--- config.mk ---
export PLATFORM = sky130hd
export DESIGN_NAME = memRegs
export DESIGN_NICKNAME = d
export VERILOG_FILES = /design/src/rtl/dpCtrlPkg.sv /design/src/rtl/memRegs.sv
export SDC_FILE = /design/constraint.sdc
export NUM_CORES = 1
export LEC_CHECK = 0
export BUFFER_PORTS_ARGS = -buffer_cell sky130_fd_sc_hd__buf_2
export CORE_UTILIZATION = 35
export CTS_CLUSTER_SIZE = 16
export DETAILED_ROUTE_END_ITERATION = 10
export PLACE_DENSITY = 0.64
export REMOVE_ABC_BUFFERS = 1
export SYNTH_ARGS = -nofsm -noshare
export SYNTH_HDL_FRONTEND = slang
export SYNTH_SLANG_ARGS = --single-unit
--- constraint.sdc ---
create_clock -name clk -period 1 [get_ports clk]
set_input_delay 0 -clock clk [delete_from_list [all_inputs] [get_ports clk]]
set_output_delay 0 -clock clk [all_outputs]
set_load 0.02 [all_outputs]
--- src/rtl/dpCtrlPkg.sv ---
package dpCtrlPkg;

    ////////////////////
    // Data word
    ////////////////////

    typedef logic [31:0] wordT;

    ////////////////////
    // Bus sources
    ////////////////////

    // Sources other than the general registers that may drive the shared bus
    // none leaves the bus to the register file or to zero
    typedef enum logic [3:0] {
        gpr    = 4'd0,
        pc     = 4'd1,
        zHigh  = 4'd2,
        zLow   = 4'd3,
        hi     = 4'd4,
        lo     = 4'd5,
        mdr    = 4'd6,
        inPort = 4'd7,
        cExt   = 4'd8,
        none   = 4'd9
    } busSrcE;

    ////////////////////
    // Control word
    ////////////////////

    // One word per clock; each strobe acts on the next rising edge only
    typedef struct packed {
        logic   pcIn;
        logic   irIn;
        logic   yIn;
        logic   zIn;
        logic   hiIn;
        logic   loIn;
        logic   marIn;
        logic   mdrIn;
        logic   outPortIn;
        logic   read;       // MDR takes memory data instead of the bus
        logic   write;      // Memory write strobe
        logic   gra;
        logic   grb;
        logic   grc;
        logic   rIn;
        logic   rOut;
        logic   baOut;      // Base address out, R0 reads as zero
        busSrcE busSrc;
    } ctrlWordT;

endpackage

--- src/rtl/memRegs.sv ---
`timescale 1ns/1ps

module memRegs (
    input  logic            clk,
    input  logic            rstN,
    input  logic            pcIn,
    input  logic            marIn,
    input  logic            mdrIn,
    input  logic            read,
    input  logic            outPortIn,
    input  dpCtrlPkg::wordT busData,
    input  dpCtrlPkg::wordT memDataIn,
    output dpCtrlPkg::wordT pc,
    output dpCtrlPkg::wordT mdr,
    output dpCtrlPkg::wordT memAddr,
    output dpCtrlPkg::wordT outPortData
);

    dpCtrlPkg::wordT pcReg;
    dpCtrlPkg::wordT marReg;
    dpCtrlPkg::wordT mdrReg;
    dpCtrlPkg::wordT outReg;

    always_ff @(posedge clk or negedge rstN) begin
        if (!rstN) begin
            pcReg  <= '0;
            marReg <= '0;
            mdrReg <= '0;
            outReg <= '0;
        end else begin
            if (pcIn) begin
                pcReg <= busData;
            end
            if (marIn) begin
                marReg <= busData;
            end
            // Memory read or bus load
            if (mdrIn) begin
                mdrReg <= read ? memDataIn : busData;
            end
            if (outPortIn) begin
                outReg <= busData;
            end
        end
    end

    assign pc          = pcReg;
    assign mdr         = mdrReg;
    assign memAddr     = marReg;
    assign outPortData = outReg;

endmodule

==> results_dict.tcl <==
set metrics [dict create \
    status "finished clean" \
    ys_ff_latch 128 \
    synth_area_leader_cell "dfrtp_1" \
    synthTopCellsByCount "dfrtp_1 (128), mux2_2 (70), a21oi_1 (32), mux2i_1 (32), nor2_1 (32)" \
    worstSkewPairLatency_ns 0.41 \
    route.vias.total 3731 \
    synth.distinct_cells 9 \
    synth_edf_count 0 \
    reg2reg_from "outPortData[14]$_DFFE_PN0P_" \
    p_int_uw 11560 \
    clk_path_buf_depth 2 \
    grt_use_total 0.1715 \
    irDropWorstVdd_v 0.001262 \
    synth.area.top_cells "dfrtp_1 (61%), mux2_2 (15%), mux2_4 (7.5%)" \
    core_area_sq_mm 0.01453 \
    grt_overflow_total 0 \
    die-area_sq_mm 0.01542 \
    cp_max_fo 2 \
    pwr-share-clk 0.433 \
    io_buffers 198 \
    critPathRequiredTime_ns 1.00 \
    synth_top_area_frac 0.6132 \
    reg2reg_depth 2 \
    r2r_slack_ns 0.09 \
    die_x_microns 124.2 \
    cts_htree_levels 4 \
    ys_warn_count 0 \
    num_antenna_cells 0 \
    synth_area_per_cell_sq_um 15.23 \
    cpLargestDelayFamily "flip-flops" \
    drt_iter0_markers 97 \
    slew_viol_final 0 \
    grt_pass1_wl_microns 19590 \
    crit_path_start_kind "register" \
    hp-class "in -> async" \
    maxSlewHeadroom 0.8016 \
    nets 692 \
    path_cells "buf_4" \
    crit_buf_inv 1 \
    fin_tns_setup_ns 0 \
    path_clk_slew_ns 0.06 \
    worst_path_largest_cell_delay_ns 0.40 \
    wirelength_microns 12890 \
    io-pin-count 199 \
    fillers 1198 \
    hold_viol 0 \
    yosys.cell_count.top_type "dfrtp_1" \
    drive_gt1_frac 0.5403 \
    syn_inst 343 \
    antenna_found_initial 0 \
    hpwl_microns 8883 \
    drv_cap 0 \
    finalCritPeriodShare 0.9698 \
    min_period_ns 0.9698 \
    rsz0062_at_grt "no" \
    leakage_uw 0.003783 \
    wl_per_cell_microns 15.77 \
    critPathArrivalTime_ns 0.97 \
    setup.worst_path.end_class "primary output" \
    pwr-share-seq 0.385 \
    cts_made_buffers 17 \
    synthToLayoutAreaGrowth_pct 50.32 \
    cts.sinks 128 \
    die_y_microns 124.2 \
    cts_tree "yes" \
    worst_pin_slew_ns 0.2976 \
    combPwrFrac 0.181 \
    fmax_mhz 1031 \
    drc 0 \
    crit_type "reg -> out" \
    power.share.switching 0.2578 \
    fin_skew_ns 0 \
    utilization 0.5403 \
    p_switching_uw 4015 \
    seq_area_frac_synth 0.6132 \
    initial_core_util 0.3594 \
    power.density_mw_per_mm2 1983 \
    antenna_left 0 \
    drtPass1Iterations 4 \
    setup_viol 0 \
    netlist_area_sq_mm 0.005224 \
    r2r-end "outPortData[14]$_DFFE_PN0P_" \
    gp_congestion 0.7546 \
    vias_per_cell 4.567 \
    crit_path_top_delay_cell "dfrtp_1" \
    synth_ff_type "dfrtp_1" \
    grt_pass1_vias 3789 \
    synth-async-reset-ratio 1.000 \
    cts-root-buf "clkbuf_16" \
    grt_max_degree 65 \
    fp-row-count 44 \
]
==> how the worst max path moves through the flow <==
stage                                     start                 endpoint  cells past startpoint
finish              outPortData[14]$_DFFE_PN0P_          outPortData[14]                      1
floorplan               memAddr[11]$_DFFE_PN0P_  memAddr[11]$_DFFE_PN0P_                      1
global placement                           pcIn       pc[21]$_DFFE_PN0P_                      3
CTS                 outPortData[18]$_DFFE_PN0P_          outPortData[18]                      1
detailed placement                         pcIn        pc[8]$_DFFE_PN0P_                      3
global route                 pc[15]$_DFFE_PN0P_                   pc[15]                      1
==> sequential cells by signal, summed over array words and instances (netlist names) <==
signal / flops
pc: 32
memAddr: 32
mdr: 32
outPortData: 32
==> cell usage in the layout (no fill, tap or decap), drive strengths merged <==
cell         instances
mux2                96
buf                217
clkinv               3
dfrtp              128
clkinvlp             2
nor2                32
a21oi               32
bufinv               5
mux2i               32
clkbuf              21
dlygate4sd3         65
==> routing by layer <==
metal / wire length, microns / part of all wire / GRT usage / vias up
met5: 0 / 0 / 0 / -
met2: 6321 / 0.49 / 0.2818 / 131
met4: 267 / 0.021 / 0.07515 / 0
li1: - / - / - / 1752
met3: 824 / 0.064 / 0.05495 / 21
met1: 5475 / 0.42 / 0.2052 / 1827
==> metrics by stage <==
stage          worst slack, ns  hold WS (ns)  instance area (sq um)  total power, uW  instances
3_5_place_dp            0.1806       -0.1013                   6449             8635        716
4_1_cts               0.003588     -0.002598                   7744            15660        812
5_1_grt             0.00008138       0.04576                   7853            16220        817
2_1_floorplan           0.1653       -0.2956                   4982             7370        320
6_report               0.03024       0.01388                   7853            15580        817
3_3_place_gp            0.2120       -0.1001                   6449             8559        716
==> final cells by class <==
type	count	area (sq um)	area share
flip-flops and latches	128	3203	0.4079
repair buffers	282	1996	0.2541
multi-input cells	192	1779	0.2266
clock buffers	21	460.4	0.05864
well taps	184	230.2	0.02932
clock inverters	10	183.9	0.02342
==> kinds of logic after synthesis <==
group	count (synthesis)	share of synthesized area
compound gates	32	0.03066
buf+inv	23	0.04623
flops	128	0.6132
mux	128	0.2869
simple gates	32	0.02299
==> timing repair <==
action / in CTS / in global routing
hold buffers: 65 / 0
hold endpoints to repair: 256 / 0
resized for setup: 0 / 26
buffers inserted: 0 / 5
setup endpoints to repair: 0 / 15
==> power by group through the flow <==
| stage | clock, uW | sequential (uW) | combinational [uW] |
|---|---|---|---|
| final | 6750 | 6000 | 2830 |
| after global routing | 7120 | 6060 | 3040 |
| after CTS | 6900 | 5990 | 2760 |
| after detailed placement | 0 | 6070 | 2560 |
| after global placement | 0 | 6050 | 2510 |
| after floorplan | 0 | 6720 | 648 |
(Power assumes the default switching activity.)
