`src/rtl/dpCtrlPkg.sv`:
```
package dpCtrlPkg;

    ////////////////////
    // Data word
    ////////////////////

    typedef logic [31:0] wordT;

    ////////////////////
    // Bus sources
    ////////////////////

    // Sources other than the general registers that may drive the shared bus
    // none leaves the bus to the register file or to zero
    typedef enum logic [3:0] {
        gpr    = 4'd0,
        pc     = 4'd1,
        zHigh  = 4'd2,
        zLow   = 4'd3,
        hi     = 4'd4,
        lo     = 4'd5,
        mdr    = 4'd6,
        inPort = 4'd7,
        cExt   = 4'd8,
        none   = 4'd9
    } busSrcE;

    ////////////////////
    // Control word
    ////////////////////

    // One word per clock; each strobe acts on the next rising edge only
    typedef struct packed {
        logic   pcIn;
        logic   irIn;
        logic   yIn;
        logic   zIn;
        logic   hiIn;
        logic   loIn;
        logic   marIn;
        logic   mdrIn;
        logic   outPortIn;
        logic   read;       // MDR takes memory data instead of the bus
        logic   write;      // Memory write strobe
        logic   gra;
        logic   grb;
        logic   grc;
        logic   rIn;
        logic   rOut;
        logic   baOut;      // Base address out, R0 reads as zero
        busSrcE busSrc;
    } ctrlWordT;

endpackage

```
`src/rtl/isaPkg.sv`:
```
package isaPkg;

    // General register index taken from the ra, rb and rc fields
    typedef logic [3:0] regIdxT;

    // ALU opcodes, other codes pass the bus value through
    typedef enum logic [4:0] {
        add   = 5'd3,
        sub   = 5'd4,
        andOp = 5'd5,
        orOp  = 5'd6,
        shr   = 5'd7,
        shl   = 5'd9,
        mul   = 5'd15,
        neg   = 5'd17,
        notOp = 5'd18
    } opcodeE;

    ////////////////////
    // Instruction formats
    ////////////////////

    // Three register form
    typedef struct packed {
        opcodeE       opcode;
        regIdxT       ra;
        regIdxT       rb;
        regIdxT       rc;
        logic [14:0]  unused;
    } rFormT;

    // Immediate form with a signed 19 bit constant
    typedef struct packed {
        opcodeE       opcode;
        regIdxT       ra;
        regIdxT       rb;
        logic [18:0]  c;
    } iFormT;

    typedef union packed {
        rFormT rForm;
        iFormT iForm;
    } instrU;

endpackage

```
`src/rtl/irDecode.sv`:
```
`timescale 1ns/1ps

module irDecode (
    input  logic            clk,
    input  logic            rstN,
    input  logic            irIn,
    input  logic            gra,
    input  logic            grb,
    input  logic            grc,
    input  dpCtrlPkg::wordT busData,
    output isaPkg::regIdxT  sel,
    output isaPkg::opcodeE  opcode,
    output dpCtrlPkg::wordT cExt
);

    isaPkg::instrU ir;

    always_ff @(posedge clk or negedge rstN) begin
        if (!rstN) begin
            ir <= '0;
        end else if (irIn) begin
            ir <= busData;
        end
    end

    assign opcode = ir.rForm.opcode;

    // Select and encode
    always_comb begin
        if (gra) begin
            sel = ir.rForm.ra;
        end else if (grb) begin
            sel = ir.rForm.rb;
        end else if (grc) begin
            sel = ir.rForm.rc;
        end else begin
            sel = '0;
        end
    end

    // Same word read as an immediate
    assign cExt = {{13{ir.iForm.c[18]}}, ir.iForm.c};

    assert property (@(posedge clk) disable iff (!rstN) $onehot0({gra, grb, grc}))
        else $error("more than one of gra, grb, grc set");

endmodule

```
`config.mk`:
```
export PLATFORM = sky130hd
export DESIGN_NAME = irDecode
export DESIGN_NICKNAME = d
export VERILOG_FILES = /design/src/rtl/dpCtrlPkg.sv /design/src/rtl/isaPkg.sv /design/src/rtl/irDecode.sv
export SDC_FILE = /design/constraint.sdc
export NUM_CORES = 1
export LEC_CHECK = 0
export ABC_CLOCK_PERIOD_IN_PS = 2550
export BUFFER_PORTS_ARGS = -buffer_cell sky130_fd_sc_hd__clkbuf_2
export CAP_MARGIN = 30
export CORE_ASPECT_RATIO = 0.9
export CORE_MARGIN = 2
export CORE_UTILIZATION = 40
export CTS_BUF_LIST = sky130_fd_sc_hd__clkbuf_8
export DETAILED_ROUTE_END_ITERATION = 12
export PLACE_DENSITY = 0.7
export SLEW_MARGIN = 20
export SYNTH_ARGS = -nofsm -noshare
export SYNTH_HDL_FRONTEND = slang
export SYNTH_SLANG_ARGS = --single-unit
```
`constraint.sdc`:
```
create_clock -name clk -period 2.55 [get_ports clk]
set_clock_uncertainty 0.15 [all_clocks]
set_input_delay 0 -clock clk [delete_from_list [all_inputs] [get_ports clk]]
set_output_delay 0 -clock clk [all_outputs]
set_load 0.005 [all_outputs]
```
==> summary.md <==
| Metric | Value |
|---|---|
| WL final | `between 3000 and 4000 µm` |
| Router iterations before antenna repair | `4` |
| Row Count | `22` |
| VDD IR max | `around 290 µV` |
| Antenna violations before repair | `0` |
| Clock root buffer | `clkbuf_8` |
| Worst setup EP type | `primary output` |
| H-tree depth | `2` |
| Slew @ Worst Pin | `roughly 0.8 ns` |
| Starting density of the core | `approximately two fifths` |
| PostCTS Resize Cnt | `0` |
| Setup repair after global routing missed its margin | `no` |
| #FFs+latches synth | `32` |
| Synth Net Count | `between 150 and 200` |
| Remaining DRCs | `0` |
| Ys async rst share | `100%` |
| CTS buffer count | `5` |
| Largest net degree at the start of global routing | `33` |
| Commonest cells post-synth | `37 x buf_4, 32 x dfrtp_1, 30 x mux2_4, 8 x a21oi_1` |
| Post-Layout Cell Count | `around 250` |
| Most frequent cell after synthesis | `buf_4` |
| Reg2Reg Capture Point | `ir[18]` |
| GR Overflow Total | `0` |
| Vias in the first global route | `1147` |
| Fin Setup TNS | `0 ns` |
| Top flop regs | `ir x32` |
| Initial DRC Count | `26` |
| Critical-path maximum fanout | `16` |
| Reg2reg path depth | `1` |
| Core ar. | `4100 µm²` |
| CTS tree | `built` |
| Cell chain of the critical path | `nand3b_1 -> a21oi_1 -> clkbuf_2` |
| Max Buffers Root-to-Sink | `2` |
| Crit path launch | `ir[18]` |
| Post-synth EDFFs | `0` |
| Req. time, crit path | `2.40 ns` |
| Status | `complete, no violations` |
| Largest cells by area after synthesis | `dfrtp_1 47%, mux2_4 26%, buf_4 16%` |
| Startpoint types | `flop` |
| Layout area overhead | `31.0%` |
| Nets | `around 240` |
| Slowest stage cell on the critical path | `dfrtp_1` |
| CP Capture Point | `sel[3]` |
| Seq/Total Area, Yosys | `46.6%` |
| PortBufs | `78` |
| IO Count | `between 70 and 80` |
| Final hold vios | `0` |
| Die Area | `4840 µm²` |
| Clock Latency Late Sink | `approximately 0.28 ns` |
| ANT cells | `0` |
| Fmax | `693 MHz` |
| Primary FF master, synth | `dfrtp_1` |
| FILL cells | `roughly 340` |
| Avg WL per Cell | `12.7 µm` |
| Share of cells above drive strength 1 | `around three fifths` |
| Synthesized area | `between 1500 and 2000 µm²` |
| Final slew viol count | `0` |
| Placed insts | `207` |
| DP Wirelength | `slightly above 2000 µm` |
| Max incr delay on CP | `0.60 ns` |
| Reg2reg start | `ir[18]` |
| Synthesized instance count | `between 100 and 150` |
| R2R Setup Slk | `between 1 and 1.5 ns` |
| Post-synth cell types | `9` |
| Register with the most flip-flops | `ir` |
| Minimum clock period | `~1.4 ns` |
| Horiz. Die Dim | `73.1 µm` |
| Post-Syn Area per Cell | `~14 µm²` |
| Largest register FFs | `32` |
| GRT Total Usage | `14.4%` |
| Final period util | `around 57%` |
| Post-CTS setup buffers | `0` |
| Clock-pin slew on the worst setup and hold paths | `0.07 ns` |
| Setup violations, final | `0` |
| Worst Path Arrival | `~1.3 ns` |
| Worst slew margin | `~48%` |
| Vias | `between 1000 and 1500` |
| Post-CTS Hold Buffers | `33` |
| Critical path class | `reg -> out` |
| Ys Warns | `0` |
| CTS sink cnt | `32` |
| Gp weighted congestion | `slightly above 0.7` |
| Top cell type by total area after synthesis | `dfrtp_1` |
| Static leakage | `about 1.2 nW` |
| Die H | `around 66 µm` |
| Synth top area share | `between 40% and 50%` |
| Pwr Density | `between 500 and 600 nW/µm²` |
| First-pass GRT wire length | `between 5000 and 6000 µm` |
| Detail Route Antenna Nets | `0` |
| Max-cap violations | `0` |
| Vias per inst | `approximately 4.4` |
| HP Class | `in -> async` |
==> final cells by class <==
cell class	count	area (µm²)	share of cell area (%)
sequential	32	801	35.6
timing repair buffer	112	728	32.4
multi-input combinational	48	568	25.3
clock buffer	6	82.6	3.67
tap	48	60.1	2.67
clock inverter	2	10.0	0.445
==> metal layers <==
metal,vias up,share of wire [%],track usage (%)
li1,526,-,-
met1,509,44,16.9
met4,0,0.67,6.25
met3,3,5.9,3.81
met5,-,0,0
met2,50,49,24.5
==> layout by cell type, fill, tap and decap left out <==
master	netlist	routed
nor2b_1	4	4
clkbuf_8	0	6
dlygate4sd3_1	0	33
clkbuf_2	0	78
mux2_2	2	2
a21oi_1	8	8
dfrtp_1	32	32
nand3b_1	4	4
buf_4	37	1
mux2_4	30	30
clkinv_2	0	2
==> worst min-delay path by stage <==
stage | start | endpoint | slack [ns]
floorplan | rstN | ir[0] | -0.45
global placement | rstN | ir[29] | -0.05
detailed placement | rstN | ir[29] | -0.03
CTS | rstN | ir[7] | 0.20
global route | grc | sel[0] | 0.24
finish | rstN | ir[7] | 0.19
==> power by group <==
part | switching (mW) | internal, mW | leakage (nW)
Sequential | 0.0362 | 0.559 | 0.374
Clock | 0.182 | 0.215 | 0.0510
Combinational | 0.0895 | 0.176 | 0.748
==> cell families (layout without fill, tap and decap cells) <==
kind of cell,count (synthesis),in the layout,synth area share (%)
and+or+nand+nor,8,8,3.20
AOI/OAI and AO/OA,8,8,2.33
buffers and inverters,41,120,20.3
muxes,32,32,27.5
DFF,32,32,46.6
==> worst max-delay path: cells and delay by family, from the launching register on <==
kind,cells,cell delay [ns]
buffers and inverters,1,0.13
AND/OR/NAND/NOR,1,0.14
AO/OA/AOI/OAI,1,0.15
flip-flops,1,0.60
==> through the flow <==
step	hold WS (ns)	setup WS, ns	area (µm²)	power (mW)	utilization (%)
detailed placement	-0.0302	1.33	1830	0.833	44.5
global route	0.237	0.965	2250	1.33	54.9
global placement	-0.0458	1.35	1830	0.828	44.5
finish	0.189	1.11	2250	1.26	54.9
floorplan	-0.446	1.49	1720	0.801	-
CTS	0.202	1.08	2250	1.28	54.9
Power figures use the tool's default switching activity.
