File: src/rtl/dpCtrlPkg.sv
package dpCtrlPkg;

    ////////////////////
    // Data word
    ////////////////////

    typedef logic [31:0] wordT;

    ////////////////////
    // Bus sources
    ////////////////////

    // Sources other than the general registers that may drive the shared bus
    // none leaves the bus to the register file or to zero
    typedef enum logic [3:0] {
        gpr    = 4'd0,
        pc     = 4'd1,
        zHigh  = 4'd2,
        zLow   = 4'd3,
        hi     = 4'd4,
        lo     = 4'd5,
        mdr    = 4'd6,
        inPort = 4'd7,
        cExt   = 4'd8,
        none   = 4'd9
    } busSrcE;

    ////////////////////
    // Control word
    ////////////////////

    // One word per clock; each strobe acts on the next rising edge only
    typedef struct packed {
        logic   pcIn;
        logic   irIn;
        logic   yIn;
        logic   zIn;
        logic   hiIn;
        logic   loIn;
        logic   marIn;
        logic   mdrIn;
        logic   outPortIn;
        logic   read;       // MDR takes memory data instead of the bus
        logic   write;      // Memory write strobe
        logic   gra;
        logic   grb;
        logic   grc;
        logic   rIn;
        logic   rOut;
        logic   baOut;      // Base address out, R0 reads as zero
        busSrcE busSrc;
    } ctrlWordT;

endpackage

File: src/rtl/isaPkg.sv
package isaPkg;

    // General register index taken from the ra, rb and rc fields
    typedef logic [3:0] regIdxT;

    // ALU opcodes, other codes pass the bus value through
    typedef enum logic [4:0] {
        add   = 5'd3,
        sub   = 5'd4,
        andOp = 5'd5,
        orOp  = 5'd6,
        shr   = 5'd7,
        shl   = 5'd9,
        mul   = 5'd15,
        neg   = 5'd17,
        notOp = 5'd18
    } opcodeE;

    ////////////////////
    // Instruction formats
    ////////////////////

    // Three register form
    typedef struct packed {
        opcodeE       opcode;
        regIdxT       ra;
        regIdxT       rb;
        regIdxT       rc;
        logic [14:0]  unused;
    } rFormT;

    // Immediate form with a signed 19 bit constant
    typedef struct packed {
        opcodeE       opcode;
        regIdxT       ra;
        regIdxT       rb;
        logic [18:0]  c;
    } iFormT;

    typedef union packed {
        rFormT rForm;
        iFormT iForm;
    } instrU;

endpackage

File: src/rtl/regFile.sv
`timescale 1ns/1ps

module regFile #(
    parameter int numRegs = 16
) (
    input  logic            clk,
    input  logic            rstN,
    input  logic            rIn,
    input  logic            rOut,
    input  logic            baOut,
    input  isaPkg::regIdxT  sel,
    input  dpCtrlPkg::wordT busData,
    output dpCtrlPkg::wordT regData
);

    localparam int idxW = $clog2(numRegs);

    dpCtrlPkg::wordT regs [numRegs];
    logic [idxW-1:0] idx;

    // Upper index bits are ignored in a smaller register file
    assign idx = sel[idxW-1:0];

    always_ff @(posedge clk or negedge rstN) begin
        if (!rstN) begin
            for (int i = 0; i < numRegs; i++) begin
                regs[i] <= '0;
            end
        end else if (rIn) begin
            regs[idx] <= busData;
        end
    end

    // R0 reads as zero in base address mode
    assign regData = (baOut && idx == '0) ? '0 : regs[idx];

    ////////////////////
    // Checks
    ////////////////////

    // Normal and base address reads are exclusive
    assert property (@(posedge clk) disable iff (!rstN) !(rOut && baOut))
        else $error("rOut and baOut both set");

endmodule

File: config.mk
export PLATFORM = sky130hd
export DESIGN_NAME = regFile
export DESIGN_NICKNAME = d
export VERILOG_FILES = /design/src/rtl/dpCtrlPkg.sv /design/src/rtl/isaPkg.sv /design/src/rtl/regFile.sv
export SDC_FILE = /design/constraint.sdc
export NUM_CORES = 1
export LEC_CHECK = 0
export CORE_MARGIN = 2
export CORE_UTILIZATION = 66
export CTS_BUF_LIST = sky130_fd_sc_hd__clkbuf_4
export CTS_CLUSTER_DIAMETER = 100
export DETAILED_ROUTE_END_ITERATION = 10
export DONT_BUFFER_PORTS = 1
export PLACE_DENSITY_LB_ADDON = 0.05
export SLEW_MARGIN = 10
export SYNTH_ARGS = -nofsm -noshare
export SYNTH_HDL_FRONTEND = slang
export SYNTH_SLANG_ARGS = --single-unit
File: constraint.sdc
create_clock -name clk -period 1.7 [get_ports clk]
set_input_delay 0 -clock clk [delete_from_list [all_inputs] [get_ports clk]]
set_output_delay 0 -clock clk [all_outputs]
set_load 0.1 [all_outputs]
==> impl_metrics.toml <==
[timing]
post-route-period-util_pct = 135
fmax_mhz = 436
maxSlewHeadroom_pct = -84.3
finalHoldViolCount = 512
tightest_slew_ps = 2760
skew_ps = 0
finalSetupViolations = 34
layout_min_cycle_time_ps = 2300
finalWorstSetupSlack_ps = -595
hold-worst-slack_ps = -1100
drv_slew = 330
rsz0062_at_grt = "true"

[cells_and_area]
largest_reg_flops = 512
nNetsFinal = 1679
design_area_mm2 = 0.0272
final_cells = 2173
drive_gt1_share_pct = 52.1
top_register = "regs"
register_area_mm2 = 0.0128
area_delta_synth_final_pct = 17.1
fillers = 2041
multiInputGateArea_mm2 = 0.0106
reg.largest.list = "regs (512)"

[synth]
synth_top_area_share_pct = 55.2
yosysSeqAreaShare_pct = 55.2
synth_top_cell_by_area = "dfrtp_1"
synth_warnings = 0
yosys-top-cells-count = "dfrtp_1 (512), mux2_2 (464), mux2i_1 (128)"
synth_edf_count = 0
synth_cells = 1520
netlist_area_mm2 = 0.0232
synth-seq-cells = 512
synthTopCellsByArea = "dfrtp_1 (55%), mux2_2 (23%), mux4_2 (6.2%)"
ys_types = 29
syn_area_per_cell_um2 = 15.3
syn_nets = 1561
synth_ff_type = "dfrtp_1"
post-synth-top-count-cell = "dfrtp_1"
synth_async_sr_flop_share_pct = 100

[global_routing]
grt_usage_pct = 31.7
grt_pass1_wl_um = 86800
antenna_found_initial = 8
grt_overflow = 0
grt_pass1_vias = 15201
grt_max_degree = 513

[routing]
routed_via_density = 6.47
num_vias = 14058
drcViolationCount = 0
drtIter0Drc = 896
drt_wl_total_um = 55600
dr.pass1.iters = 5
drt-wirelength-per-cell_um = 25.6
final_antenna_net_count = 0

[clock_network]
numCtsBuffers = 132
cts_tree = "yes"
cts.htree.levels = 4
cts.clk_slew.worst_paths_ps = 60
clock_latency_ps = 790
clock_path_buffers = 3
cts-root-buf = "clkbuf_4"
cts.sinks = 512

[floorplanning]
die_w_um = 192
design.core.area_mm2 = 0.0346
initial_core_util_pct = 67.1
die_y_um = 192
num_io_pins = 73
rows = 68
die_area_mm2 = 0.0367

[power_and_ir_drop]
p_sw_share_pct = 28.2
p_seq_share_pct = 48.0
power_density_mw_per_mm2 = 1260
p_leak_nw = 12.0
p_total_mw = 34.2
p_sw_mw = 9.65
clkPwrFrac_pct = 28.9
peakVddDrop_v = 0.000912
p_int_mw = 24.6
p_comb_share_pct = 23.1

[placed_design]
gp_congestion = 0.723
dp_slack_ps = 48.8
placed_cell_area_mm2 = 0.0248
dp_hpwl_um = 30100
dp_cells = 1906
port_buffers = 0

[setup_path]
start_kind = "flop"
worstPathCellList = "mux4_2 > a32oi_2 > o31ai_4 > buf_12"
crit_path_end_kind = "output port"
cp_max_fo = 2
crit_type = "flop to output port"
crit_slowest_cell = "mux4_2"
cp_data_arrival_time_ps = 2300
slowest_delay_ps = 490
required_ps = 1700

[status]
violations = "hold timing, slew limit, setup timing"
status = "finished with violations"

[hold_path]
holdCritPathClass = "primary input to async pin"

[run]
drv_cap = 0
[critical path, delay by kind of cell (launching register included)]
| kind | cells | cell delay [ps] |
|---|---|---|
| buffers and inverters | 1 | 180 |
| DFF | 1 | 390 |
| muxes | 1 | 490 |
| AOI/OAI and AO/OA | 2 | 450 |
[cell type report]
class / count / share of cell area [%]
Antenna cell: 5 / 0.0460
Clock buffer: 196 / 5.41
Clock inverter: 13 / 0.184
Inverter: 2 / 0.0322
Multi-Input combinational cell: 862 / 39.0
Sequential cell: 512 / 47.1
Tap cell: 455 / 2.09
Timing Repair Buffer: 128 / 6.08
[worst paths after layout]
path                            slack (ps)               endpoint  cells after the start                  start
worst min-delay path                 -1100    regs[5]$_DFFE_PN0P_                      0                   rstN
worst max-delay path                  -600             regData[5]                      4  regs[389]$_DFFE_PN0P_
worst min register to register         490  regs[231]$_DFFE_PN0P_                      1  regs[231]$_DFFE_PN0P_
worst max register to register         330  regs[227]$_DFFE_PN0P_                      2  regs[227]$_DFFE_PN0P_
min in group clk                        30  regs[420]$_DFFE_PN0P_                      5                 sel[2]
max in group asynchronous              610    regs[2]$_DFFE_PN0P_                      0                   rstN
[metal layers]
| layer | wire, µm | GRT usage (%) |
|---|---|---|
| met5 | 44 | 0 |
| met1 | 23600 | 42.4 |
| met4 | 1260 | 11.1 |
| met3 | 2820 | 7.24 |
| met2 | 27800 | 51.7 |
[power groups by stage]
stage	Sequential (mW)	Combinational, mW	Clock [mW]
after global routing	16.7	8.35	10.8
after detailed placement	16.6	7.32	0
after floorplan	16.1	6.08	0
final	16.4	7.91	9.87
after CTS	16.4	7.91	10.1
after global placement	16.4	7.10	0
[cells by family (layout without fill, tap and decap cells)]
group / after synthesis / after routing / synth area share (%)
multiplexers: 704 / 704 / 36.6
other: 0 / 5 / 0
buffers and inverters: 146 / 339 / 2.83
flip-flops: 512 / 512 / 55.2
AND/OR/NAND/NOR: 30 / 30 / 0.781
AO/OA/AOI/OAI: 128 / 128 / 4.66
[metrics by stage]
| stage | hold WS [ps] | utilization (%) | setup TNS (ps) |
|---|---|---|---|
| 4_1_cts | -1160 | 78.4 | -23580 |
| 3_3_place_gp | -274 | 71.6 | 0 |
| 3_5_place_dp | -279 | 71.6 | 0 |
| 6_report | -1100 | 78.5 | -17640 |
| 2_1_floorplan | -296 | - | -724 |
| 5_1_grt | -1160 | 78.5 | -20920 |
[what timing repair did]
action                     4_1_cts  5_1_grt
hold buffers                    48        2
gates resized for setup         38        8
setup buffers                    3        0
setup endpoints to repair       32       70
hold endpoints to repair      1024      531
pin swaps                       24        2
[placed cells by master, fill, tap and decap left out, types with 3 or more instances in the layout]
| master | instances |
|---|---|
| o31ai_4 | 32 |
| buf_4 | 33 |
| dlymetal6s4s_1 | 4 |
| dlygate4sd3_1 | 45 |
| diode_2 | 5 |
| a32oi_4 | 8 |
| nor3_4 | 3 |
| mux2_2 | 464 |
| mux2i_1 | 128 |
| a32oi_2 | 23 |
| dfrtp_1 | 512 |
| inv_2 | 3 |
| mux2_1 | 48 |
| mux4_2 | 64 |
| nor2b_4 | 3 |
| a22o_1 | 64 |
| clkinv_1 | 9 |
| nor2_4 | 4 |
| clkbuf_4 | 196 |
| buf_12 | 45 |
Note: power is estimated with default switching activity, not from simulation.
