<file path="src/rtl/dpCtrlPkg.sv">
package dpCtrlPkg;

    ////////////////////
    // Data word
    ////////////////////

    typedef logic [31:0] wordT;

    ////////////////////
    // Bus sources
    ////////////////////

    // Sources other than the general registers that may drive the shared bus
    // none leaves the bus to the register file or to zero
    typedef enum logic [3:0] {
        gpr    = 4'd0,
        pc     = 4'd1,
        zHigh  = 4'd2,
        zLow   = 4'd3,
        hi     = 4'd4,
        lo     = 4'd5,
        mdr    = 4'd6,
        inPort = 4'd7,
        cExt   = 4'd8,
        none   = 4'd9
    } busSrcE;

    ////////////////////
    // Control word
    ////////////////////

    // One word per clock; each strobe acts on the next rising edge only
    typedef struct packed {
        logic   pcIn;
        logic   irIn;
        logic   yIn;
        logic   zIn;
        logic   hiIn;
        logic   loIn;
        logic   marIn;
        logic   mdrIn;
        logic   outPortIn;
        logic   read;       // MDR takes memory data instead of the bus
        logic   write;      // Memory write strobe
        logic   gra;
        logic   grb;
        logic   grc;
        logic   rIn;
        logic   rOut;
        logic   baOut;      // Base address out, R0 reads as zero
        busSrcE busSrc;
    } ctrlWordT;

endpackage

</file>
<file path="src/rtl/isaPkg.sv">
package isaPkg;

    // General register index taken from the ra, rb and rc fields
    typedef logic [3:0] regIdxT;

    // ALU opcodes, other codes pass the bus value through
    typedef enum logic [4:0] {
        add   = 5'd3,
        sub   = 5'd4,
        andOp = 5'd5,
        orOp  = 5'd6,
        shr   = 5'd7,
        shl   = 5'd9,
        mul   = 5'd15,
        neg   = 5'd17,
        notOp = 5'd18
    } opcodeE;

    ////////////////////
    // Instruction formats
    ////////////////////

    // Three register form
    typedef struct packed {
        opcodeE       opcode;
        regIdxT       ra;
        regIdxT       rb;
        regIdxT       rc;
        logic [14:0]  unused;
    } rFormT;

    // Immediate form with a signed 19 bit constant
    typedef struct packed {
        opcodeE       opcode;
        regIdxT       ra;
        regIdxT       rb;
        logic [18:0]  c;
    } iFormT;

    typedef union packed {
        rFormT rForm;
        iFormT iForm;
    } instrU;

endpackage

</file>
<file path="src/rtl/aluUnit.sv">
`timescale 1ns/1ps

module aluUnit (
    input  logic            clk,
    input  logic            rstN,
    input  logic            yIn,
    input  logic            zIn,
    input  logic            hiIn,
    input  logic            loIn,
    input  isaPkg::opcodeE  opcode,
    input  dpCtrlPkg::wordT busData,
    output dpCtrlPkg::wordT zHigh,
    output dpCtrlPkg::wordT zLow,
    output dpCtrlPkg::wordT hi,
    output dpCtrlPkg::wordT lo
);

    dpCtrlPkg::wordT    y;
    dpCtrlPkg::wordT    hiReg;
    dpCtrlPkg::wordT    loReg;
    dpCtrlPkg::wordT    aluRes;
    logic        [63:0] z;
    logic        [63:0] aluOut;
    logic signed [63:0] product;

    ////////////////////
    // Operations
    ////////////////////

    assign product = $signed(y) * $signed(busData);

    // Y is the first operand, the bus the second
    always_comb begin
        case (opcode)
            isaPkg::add:   aluRes = y + busData;
            isaPkg::sub:   aluRes = y - busData;
            isaPkg::andOp: aluRes = y & busData;
            isaPkg::orOp:  aluRes = y | busData;
            isaPkg::shl:   aluRes = y << busData[4:0];
            isaPkg::shr:   aluRes = y >> busData[4:0];
            // Unary operations act on the bus
            isaPkg::neg:   aluRes = -busData;
            isaPkg::notOp: aluRes = ~busData;
            isaPkg::mul:   aluRes = product[31:0];
            default:       aluRes = busData;
        endcase
    end

    assign aluOut = (opcode == isaPkg::mul) ? product : {{32{aluRes[31]}}, aluRes};

    ////////////////////
    // Registers
    ////////////////////

    always_ff @(posedge clk or negedge rstN) begin
        if (!rstN) begin
            y     <= '0;
            z     <= '0;
            hiReg <= '0;
            loReg <= '0;
        end else begin
            if (yIn) begin
                y <= busData;
            end
            if (zIn) begin
                z <= aluOut;
            end
            if (hiIn) begin
                hiReg <= busData;
            end
            if (loIn) begin
                loReg <= busData;
            end
        end
    end

    assign zHigh = z[63:32];
    assign zLow  = z[31:0];
    assign hi    = hiReg;
    assign lo    = loReg;

endmodule

</file>
<file path="config.mk">
export PLATFORM = sky130hd
export DESIGN_NAME = aluUnit
export DESIGN_NICKNAME = d
export VERILOG_FILES = /design/src/rtl/dpCtrlPkg.sv /design/src/rtl/isaPkg.sv /design/src/rtl/aluUnit.sv
export SDC_FILE = /design/constraint.sdc
export NUM_CORES = 2
export LEC_CHECK = 0
export ABC_CLOCK_PERIOD_IN_PS = 25300
export BUFFER_PORTS_ARGS = -buffer_cell sky130_fd_sc_hd__buf_4
export CAP_MARGIN = 10
export CORE_ASPECT_RATIO = 0.5
export CORE_MARGIN = 5
export CORE_UTILIZATION = 25
export DETAILED_ROUTE_END_ITERATION = 16
export SYNTH_ARGS = -nofsm -noshare
export SYNTH_HDL_FRONTEND = slang
export SYNTH_SLANG_ARGS = --single-unit
</file>
<file path="constraint.sdc">
create_clock -name clk -period 25.3 [get_ports clk]
set_clock_uncertainty 0.1 [all_clocks]
set_input_delay 2.53 -clock clk [delete_from_list [all_inputs] [get_ports clk]]
set_output_delay 2.53 -clock clk [all_outputs]
set_load 0.005 [all_outputs]
</file>
==> flow_summary.ini <==
[run_status]
outcome = completed

[global_routing]
grt_max_degree = 97
grt_overflow = 0
grt_use_total_pct = 18.6
grt_pass1_wl_um = 286000
grt_pass1_vias = 42400
antenna_found_initial = 12

[placed_design]
hpwlAfterDp_um = 144000
gp_congestion = 1.03
port_buffers = 170

[sta]
final-hold-violation-count = 0
tightest_slew_ns = 1.23
tns_ns = 0
finalSetupViolations = 0
period_minus_slack_ns = 11.76
max_freq_mhz = 85.1
grt_setup_unrepaired = no
slew_violations = 0
max_slew_margin_pct = 16.9
fin_crit_sh_pct = 46.5

[drt]
wl_per_cell_um = 23.7
wl_met2_um = 84400
vias = 40800
dr.pass1.iters = 9
top_layer = met5
dr_wl_met3_um = 21300
drcViolationCount = 0
postRouteAntennaNets = 0
drtIter0Drc = 4535
vias_per_cell = 5.04
m1WireLength_um = 72900
drt_wl_total_um = 191000

[clocking]
clk_path_buf_depth = 2
ctsHtreeMaxLevel = 4
postCtsHoldBufs = 0
clock_latency_ns = 0.51
clk_pin_slew_worst_paths_ns = 0.08
cts_resized = 0
cts.sinks = 160
ctsRootBufferMaster = clkbuf_16
post-cts-setup-buffer-count = 0
cts_tree = yes
numCtsBuffers = 17

[logic_synthesis]
synth_top_area_share_pct = 44.2
ys.flop_type = dfrtp_1
synth-seq-cells = 160
ys_warn_count = 0
synth_nets = 6879
avgSynthCellArea_sq_um = 8.97
synthArstFlopShare_pct = 100
synthDistinctLibCells = 97
synth_top_area_cell = fa_1
ys_seq_area_share_pct = 8.16
synth_area_leaders = fa_1, dfrtp_1, inv_1
netlist_instances = 5471
synth-edff-count = 0
synthesis.area_sq_um = 49100

[layout]
ff_latch_area_sq_um = 4020
multi_input_area_sq_um = 39900
layout.nets = 6846
area_delta_synth_final_pct = 9.69
drive_gt1_share_pct = 9.43
num-fill-cells = 20800

[critical_path]
crit_path_frequent_cell = fa_1
path_max_fanout = 21
cp-end-kind = flop
path_class = in2reg
cp.buffers_inverters = 6
critPathArrivalTime_ns = 12.04
crit_family = adder cells
critPathMaxStageDelay_ns = 1.01
critPathRequiredTime_ns = 25.58
cp_slowest_cell = o21ai_0
crit_path_start_kind = input port

[die]
rows = 115
die_x_um = 637
start_util_pct = 25.1
dieArea_sq_um = 206000
io_pins = 171
dieHeight_um = 323
core_area_sq_um = 196000

[worst_hold_path]
hold_class = reg2reg

[job]
maxCapViolCount = 0
layer usage:
metal | global-route usage [%] | vias up
li1 | - | 16900
met1 | 23.4 | 21000
met2 | 28.8 | 2358
met3 | 5.67 | 547
met4 | 10.1 | 8
met5 | 0 | -
sequential cells by signal, summed over array words and instances, names as in the netlist:
register	cells
lo	32
y	32
hi	32
z	64
synth_stat cells, drive strengths merged, types with 30 or more instances:
cell type	instances
mux2	73
a21o	40
ha	281
o21ai	155
a31oi	30
nor3	36
clkbuf	233
nand2	639
xnor2	77
dfrtp	160
fa	1084
nor2	750
mux4	53
nand4	31
mux2i	51
inv	1009
xor2	32
a21oi	182
nand3	38
buf	97
o22ai	39
a211oi	35
area by class of cell:
| class | instances | share of cell area (%) |
|---|---|---|
| inverter | 1038 | 7.24 |
| timing repair buffer | 278 | 3.89 |
| sequential | 160 | 7.46 |
| tap | 2632 | 6.12 |
| antenna | 7 | 0.0325 |
| clock inverter | 15 | 0.314 |
| multi-input combinational | 3943 | 74.2 |
| clock buffer | 17 | 0.790 |
layout by cell type, fill, tap and decap left out, types with 22 or more instances in the layout:
cell      netlist  layout
inv_1        1007    1003
dfrtp_1       160     151
o221ai_1       22      22
nor3_1         35      35
o22ai_1        39      39
o21ai_0       152     151
nor2_1        749     748
clkinv_1       29      29
a31oi_1        28      28
nand3_1        38      38
o211ai_1       29      29
a21oi_2        23      23
a21o_1         40      40
nand2_1       639     639
xnor2_1        76      76
buf_4           2     277
a21oi_1       158     158
mux2_2         73      73
xor2_1         32      32
fa_1         1084    1084
ha_1          281     281
mux2i_1        51      51
mux4_2         53      53
a211oi_1       33      33
nand4_1        31      31
path summary, 6_finish.rpt:
| path | depth (start not counted) | slack, ns | end | start |
|---|---|---|---|---|
| worst max-delay path | 25 | 13.54 | z[40] | busData[5] |
| max in group asynchronous | 2 | 21.49 | y[17] | rstN |
| worst max register to register | 25 | 14.68 | z[40] | y[11] |
| worst min-delay path | 1 | 0.39 | z[12] | z[12] |
| min in group asynchronous | 1 | 2.01 | hi[9] | rstN |
| worst min register to register | 1 | 0.39 | z[12] | z[12] |
logic make-up (layout without fill, tap and decap cells):
| kind of cell | Yosys count | after routing | share of synthesized area [%] |
|---|---|---|---|
| compound gates | 690 | 690 | 9.50 |
| xor+xnor | 109 | 109 | 1.96 |
| fa+ha+maj | 1365 | 1365 | 51.4 |
| buf+inv | 1368 | 1348 | 10.6 |
| flops | 160 | 160 | 8.16 |
| mux | 177 | 177 | 5.15 |
| other cells | 0 | 7 | 0 |
| simple gates | 1602 | 1602 | 13.3 |
stage by stage:
| step | instance area, sq um | utilization, % | instances | worst slack (ns) | hold slack (ns) |
|---|---|---|---|---|---|
| after global placement | 53200 | 27.2 | 8051 | 13.44 | 0.376 |
| after global routing | 53800 | 27.5 | 8083 | 13.32 | 0.411 |
| after floorplan | 49100 | - | 5471 | 14.37 | 0.374 |
| final | 53800 | 27.5 | 8090 | 13.54 | 0.391 |
| after CTS | 53800 | 27.5 | 8083 | 13.87 | 0.393 |
| after detailed placement | 53200 | 27.2 | 8051 | 13.33 | 0.374 |
Power is not shown: default switching activity piles up to over one toggle a cycle in this logic, so the estimate is an artifact.
