`src/rtl/dpCtrlPkg.sv`:
```
package dpCtrlPkg;

    ////////////////////
    // Data word
    ////////////////////

    typedef logic [31:0] wordT;

    ////////////////////
    // Bus sources
    ////////////////////

    // Sources other than the general registers that may drive the shared bus
    // none leaves the bus to the register file or to zero
    typedef enum logic [3:0] {
        gpr    = 4'd0,
        pc     = 4'd1,
        zHigh  = 4'd2,
        zLow   = 4'd3,
        hi     = 4'd4,
        lo     = 4'd5,
        mdr    = 4'd6,
        inPort = 4'd7,
        cExt   = 4'd8,
        none   = 4'd9
    } busSrcE;

    ////////////////////
    // Control word
    ////////////////////

    // One word per clock; each strobe acts on the next rising edge only
    typedef struct packed {
        logic   pcIn;
        logic   irIn;
        logic   yIn;
        logic   zIn;
        logic   hiIn;
        logic   loIn;
        logic   marIn;
        logic   mdrIn;
        logic   outPortIn;
        logic   read;       // MDR takes memory data instead of the bus
        logic   write;      // Memory write strobe
        logic   gra;
        logic   grb;
        logic   grc;
        logic   rIn;
        logic   rOut;
        logic   baOut;      // Base address out, R0 reads as zero
        busSrcE busSrc;
    } ctrlWordT;

endpackage

```
`src/rtl/busSelect.sv`:
```
`timescale 1ns/1ps

module busSelect (
    input  dpCtrlPkg::ctrlWordT ctrl,
    input  dpCtrlPkg::wordT     regData,
    input  dpCtrlPkg::wordT     pc,
    input  dpCtrlPkg::wordT     zHigh,
    input  dpCtrlPkg::wordT     zLow,
    input  dpCtrlPkg::wordT     hi,
    input  dpCtrlPkg::wordT     lo,
    input  dpCtrlPkg::wordT     mdr,
    input  dpCtrlPkg::wordT     inPortData,
    input  dpCtrlPkg::wordT     cExt,
    output dpCtrlPkg::wordT     busData
);

    localparam int numSrc = int'(dpCtrlPkg::none);

    logic              regOut;
    logic [numSrc-1:0] srcHot;

    assign regOut = ctrl.rOut || ctrl.baOut;

    // Register strobes take priority over busSrc
    always_comb begin
        for (int i = 0; i < numSrc; i++) begin
            srcHot[i] = !regOut && (ctrl.busSrc == dpCtrlPkg::busSrcE'(i));
        end
        srcHot[dpCtrlPkg::gpr] = regOut || (ctrl.busSrc == dpCtrlPkg::gpr);
    end

    // AND-OR mux, zero when nothing drives
    assign busData = ({32{srcHot[dpCtrlPkg::gpr]}}    & regData)
                   | ({32{srcHot[dpCtrlPkg::pc]}}     & pc)
                   | ({32{srcHot[dpCtrlPkg::zHigh]}}  & zHigh)
                   | ({32{srcHot[dpCtrlPkg::zLow]}}   & zLow)
                   | ({32{srcHot[dpCtrlPkg::hi]}}     & hi)
                   | ({32{srcHot[dpCtrlPkg::lo]}}     & lo)
                   | ({32{srcHot[dpCtrlPkg::mdr]}}    & mdr)
                   | ({32{srcHot[dpCtrlPkg::inPort]}} & inPortData)
                   | ({32{srcHot[dpCtrlPkg::cExt]}}   & cExt);

    // A second driver next to a register read would be lost silently
    always_comb begin
        assert (!(regOut && ctrl.busSrc != dpCtrlPkg::none))
            else $error("register read combined with bus source %0d", ctrl.busSrc);
    end

endmodule

```
`config.mk`:
```
export PLATFORM = sky130hd
export DESIGN_NAME = busSelect
export DESIGN_NICKNAME = d
export VERILOG_FILES = /design/src/rtl/dpCtrlPkg.sv /design/src/rtl/busSelect.sv
export SDC_FILE = /design/constraint.sdc
export NUM_CORES = 1
export LEC_CHECK = 0
export BUFFER_PORTS_ARGS = -buffer_cell sky130_fd_sc_hd__buf_2
export CAP_MARGIN = 15
export CORE_AREA = 2 2 131 133
export DETAILED_ROUTE_END_ITERATION = 16
export DIE_AREA = 0 0 133 135
export GPL_ROUTABILITY_DRIVEN = 0
export GPL_TIMING_DRIVEN = 1
export PLACE_DENSITY_LB_ADDON = 0.08
export SETUP_SLACK_MARGIN = 0.5
export SYNTH_ARGS = -nofsm -noshare
export SYNTH_HDL_FRONTEND = slang
export SYNTH_SLANG_ARGS = --single-unit
```
`constraint.sdc`:
```
create_clock -name vclk -period 1.7
set_clock_uncertainty 0.2 [all_clocks]
set_input_delay 0 -clock vclk [all_inputs]
set_output_delay 0 -clock vclk [all_outputs]
set_load 0.02 [all_outputs]
```
==> metrics.md, run 1 <==
| Metric | Value |
|---|---|
| Commonest non-fill, non-tap cells in the layout | `buf_2 (290), a22oi_1 (47), buf_6 (40)` |
| Final net count | `917` |
| Clk pwr share | `0` |
| Initial antenna violation count | `1` |
| Die Width | `133 µm` |
| Syn_area_per_cell | `8.03 µm²` |
| Worst Tran Pin Value | `0.606 ns` |
| Req. time, crit path | `1.50 ns` |
| Mapped Nets | `571` |
| ANT cells | `0` |
| Area growth syn-to-layout | `136%` |
| Layout cell share with drive strength beyond 1 | `0.779` |
| Height of the die | `135 µm` |
| Detailed Place HPWL | `12.8 mm` |
| CP startpoint kind | `primary input` |
| Leading cell type in the layout, fill and taps excluded | `buf_2` |
| FFs & Latches | `0` |
| Comb pwr share | `1.000` |
| Setup crit start | `ctrl[2]` |
| I/O pin count | `341` |
| Hold Buf Count CTS | `0` |
| First-pass GRT wire length | `21.9 mm` |
| Fin crit period | `1.66 ns` |
| Area of the core | `16400 µm²` |
| Initial Utilization | `0.128` |
| Drt total wl | `15.3 mm` |
| PD cells | `236 nW/µm²` |
| RSZ-0062 raised after global routing | `yes` |
| Final hold viol count | `0` |
| Fill cells | `1792` |
| Switch share | `0.426` |
| Hold WC Path Type | `primary input to output port` |
| Crit path max fanout | `10` |
| Pwr Total | `0.00117 W` |
| Gate Count Post-Synth | `262` |
| Leakage | `2.45 nW` |
| Drt wl/cell | `18.5 µm` |
| Int Pwr | `0.000671 W` |
| Sequential-to-total area share from yosys stat | `0` |
| GRT overflow | `0` |
| Max-cap viol count | `0` |
| Die Area | `18000 µm²` |
| Via/cell ratio | `4.61` |
| Row count | `47` |
| # port buffers | `326` |
| Unique cell type count in the Yosys netlist | `27` |
| Reg power frac | `0` |
| Max Slew Vio Count | `0` |
| CLK BUF | `0` |
| Crit path DAT | `1.46 ns` |
| Synthesized area | `2100 µm²` |
| Area taken by multi-input logic gates | `2170 µm²` |
| Outcome | `completed` |
| Worst setup path class | `primary input to output port` |
| Reg area | `0 µm²` |
| Vias after detailed routing | `3804` |
| First-pass DRT Iterations | `6` |
| CP endpoint | `busData[14]` |
| Sw Pwr | `0.000497 W` |
| GRT Overall Usage | `0.155` |
| DRC Markers | `0` |
| Vias in the first global route | `3947` |
| Routed Antenna Nets | `0` |
| Synth warn | `0` |
| Largest net degree at the start of global routing | `24` |
| Setup violators final | `0` |
| Rel. slew slack | `0.595` |
| Max frequency | `601 MHz` |
| Setup TNS | `0 ns` |
| Peak supply drop | `0.0728 mV` |
| Setup crit end kind | `output port` |
| Crit share post-route | `0.979` |
| Drt first-iter violations | `204` |
==> cells by family (layout without fill, tap and decap cells) <==
| kind of cell | count (synthesis) | in the layout | synth area share |
|---|---|---|---|
| and+or+nand+nor | 56 | 56 | 0.162 |
| muxes | 42 | 42 | 0.219 |
| buffers and inverters | 35 | 379 | 0.0975 |
| AOI/OAI and AO/OA | 129 | 129 | 0.521 |
==> cell usage after synthesis <==
library cell / n / area share
inv_1: 1 / 0.0018
mux2i_1: 10 / 0.048
nor3_2: 1 / 0.0048
nor2_1: 2 / 0.0036
a222oi_1: 22 / 0.10
and2b_1: 1 / 0.0036
mux2_2: 32 / 0.17
nand2_1: 1 / 0.0018
nor3_4: 1 / 0.0077
nor4_1: 1 / 0.0030
nand3_1: 32 / 0.076
or3_4: 1 / 0.0054
nor2_4: 1 / 0.0054
clkbuf_1: 12 / 0.021
nor2b_4: 1 / 0.0065
a21oi_1: 10 / 0.024
a22o_1: 32 / 0.13
o41ai_2: 1 / 0.0077
buf_4: 1 / 0.0036
buf_2: 14 / 0.033
nand2b_1: 2 / 0.0059
nor2_8: 1 / 0.0095
buf_6: 7 / 0.037
a22oi_2: 10 / 0.059
a22oi_1: 54 / 0.19
or4_4: 1 / 0.0054
nor3_1: 10 / 0.024
==> critical path: stages <==
cell,delay [ns]
buf_8,0.09
and2b_4,0.22
bufbuf_16,0.29
a22o_1,0.18
a222oi_1,0.27
buf_4,0.20
nand3_2,0.08
buf_6,0.14
==> metrics by stage <==
| step | hold slack [ns] | util | instance area (µm²) | instances | setup WS [ns] |
|---|---|---|---|---|---|
| 3_3_place_gp | 0.146 | 0.270 | 4440 | 814 | -0.0472 |
| 5_1_grt | 0.136 | 0.302 | 4960 | 826 | -0.0277 |
| 2_1_floorplan | -0.0400 | - | 2290 | 262 | 0.357 |
| 3_5_place_dp | 0.147 | 0.270 | 4440 | 814 | -0.0984 |
| 4_1_cts | 0.116 | 0.298 | 4890 | 824 | -0.0195 |
| 6_report | 0.113 | 0.302 | 4960 | 826 | 0.0356 |
==> how the worst min path moves through the flow <==
stage               start     endpoint  slack (ns)  depth (start not counted)
2_1_floorplan  regData[5]   busData[5]       -0.04                          2
5_1_grt            lo[23]  busData[23]        0.14                          4
3_5_place_dp   regData[8]   busData[8]        0.15                          4
4_1_cts            lo[23]  busData[23]        0.12                          4
3_3_place_gp   regData[8]   busData[8]        0.15                          4
6_report           lo[23]  busData[23]        0.11                          4
==> what timing repair did <==
action	4_1_cts	5_1_grt
setup buffers	7	2
resized for setup	89	12
endpoints found under the setup margin	32	32
pin swaps	18	6
cloned	3	0
==> area by class of cell <==
type	instances	share of cell area
Inverter	1	0.000757
Multi-Input combinational cell	227	0.437
Tap cell	220	0.0555
Timing Repair Buffer	378	0.507
==> power by group through the flow <==
stage               Clock (W)  Combinational [W]  Sequential (W)
finish                      0            0.00117               0
global route                0            0.00125               0
CTS                         0            0.00116               0
detailed placement          0            0.00101               0
global placement            0            0.00101               0
floorplan                   0           0.000452               0
==> layer usage <==
metal  wire [µm]  track usage  vias up
li1            -            -     1831
met1        6000        0.183     1743
met2        7830        0.293      210
met3        1060       0.0214       20
met4         420       0.0394        0
met5           0            0        -
(Power assumes the default switching activity.)
==> run 2: changes to the inputs <==
RECOVER_POWER = 50   (was not set)
==> run 2 against run 1 <==
- non-clock buffer count unchanged
- setup slack got worse by 0.014 ns
- critical path type unchanged
- combinational power about the same
- largest cell class unchanged
- routed wire length increased by 0.16%
- maximum frequency decreased by 0.83%
==> metrics.md, run 2 (synthesis results as in run 1) <==
| Metric | Value |
|---|---|
| Area of the core | `16400 µm²` |
| Max frequency | `596 MHz` |
| Area growth syn-to-layout | `133%` |
| Final net count | `917` |
| Row count | `47` |
| Vias after detailed routing | `3835` |
| Largest net degree at the start of global routing | `24` |
| Die Width | `133 µm` |
| Hold WC Path Type | `primary input to output port` |
| Leading cell type in the layout, fill and taps excluded | `buf_2` |
| Height of the die | `135 µm` |
| Vias in the first global route | `3947` |
| Dpl ws | `-0.0984 ns` |
| Crit path max fanout | `6` |
| ANT cells | `0` |
| First-pass DRT Iterations | `5` |
| Outcome | `completed` |
| Placed Area | `4440 µm²` |
| I/O pin count | `341` |
| Fin crit period | `1.68 ns` |
| Crit share post-route | `0.987` |
| Req. time, crit path | `1.50 ns` |
| Initial Utilization | `0.128` |
| Setup TNS | `0 ns` |
| CLK BUF | `0` |
| RSZ-0062 raised after global routing | `yes` |
| # port buffers | `326` |
| DRC Markers | `0` |
| Drt first-iter violations | `204` |
| Initial antenna violation count | `1` |
| Hold Buf Count CTS | `0` |
| Die Area | `18000 µm²` |
| Setup crit end kind | `output port` |
| Commonest non-fill, non-tap cells in the layout | `buf_2 (292), a22oi_1 (47), buf_6 (36)` |
| Final setup margin | `0.0217 ns` |
| Worst Tran Pin Value | `0.613 ns` |
| Layout cell share with drive strength beyond 1 | `0.776` |
| Peak supply drop | `0.0729 mV` |
| Worst setup path class | `primary input to output port` |
| Drt wl/cell | `18.6 µm` |
| Leakage | `2.43 nW` |
| First-pass GRT wire length | `21.9 mm` |
| Final hold viol count | `0` |
| Routed Antenna Nets | `0` |
| Crit path DAT | `1.48 ns` |
| Rel. slew slack | `0.590` |
| Detailed Place HPWL | `12.8 mm` |
| GRT Overall Usage | `0.155` |
| Reg area | `0 µm²` |
| Max Slew Vio Count | `0` |
| FFs & Latches | `0` |
| Via/cell ratio | `4.64` |
| Final Cell Area | `4910 µm²` |
| Pwr Total | `0.00115 W` |
| Setup violators final | `0` |
| PD cells | `235 nW/µm²` |
| Max-cap viol count | `0` |
| Drt total wl | `15.3 mm` |
| GRT overflow | `0` |
| CP startpoint kind | `primary input` |
## run 2: power breakdown
group	total (W)	internal, W	switching (W)
clock	0	0	0
combinational	0.00115	0.000661	0.000494
sequential	0	0	0
## run 2: metal layers
metal  track usage  vias to the layer above  part of all wire
met2         0.293                      212              0.51
met5             0                        -                 0
met1         0.183                     1775              0.39
met4        0.0394                        0             0.026
met3        0.0214                       18             0.073
li1              -                     1830                 -
## run 2: worst max-delay path: stages
cell and delay (ns):
buf_8 0.09, and2b_4 0.22, buf_12 0.14, a22o_1 0.17, a222oi_1 0.43, buf_4 0.20, nand3_2 0.08, buf_6 0.14
## run 2: worst paths after layout
path,from,endpoint,slack [ns],cells past startpoint
worst min-delay path,lo[23],busData[23],0.11,4
worst max-delay path,ctrl[2],busData[2],0.02,8
## run 2: repair_timing
item                       in CTS  in global routing
gates cloned                    3                  0
setup buffers                   7                  2
setup endpoints to repair      32                 32
resized for setup              89                 12
pin swaps                      18                  6
## run 2: cell type report
class	count	area, µm²
Multi-Input combinational cell	227	2160
Inverter	1	3.75
Fill cell	1797	11500
Timing Repair Buffer	378	2470
Tap cell	220	275
## run 2: per-stage QoR
| step | cells | hold WS, ns | util |
|---|---|---|---|
| 2_1_floorplan | 262 | -0.0400 | - |
| 3_3_place_gp | 814 | 0.146 | 0.270 |
| 3_5_place_dp | 814 | 0.147 | 0.270 |
| 4_1_cts | 824 | 0.116 | 0.298 |
| 5_1_grt | 826 | 0.136 | 0.299 |
| 6_report | 826 | 0.113 | 0.299 |
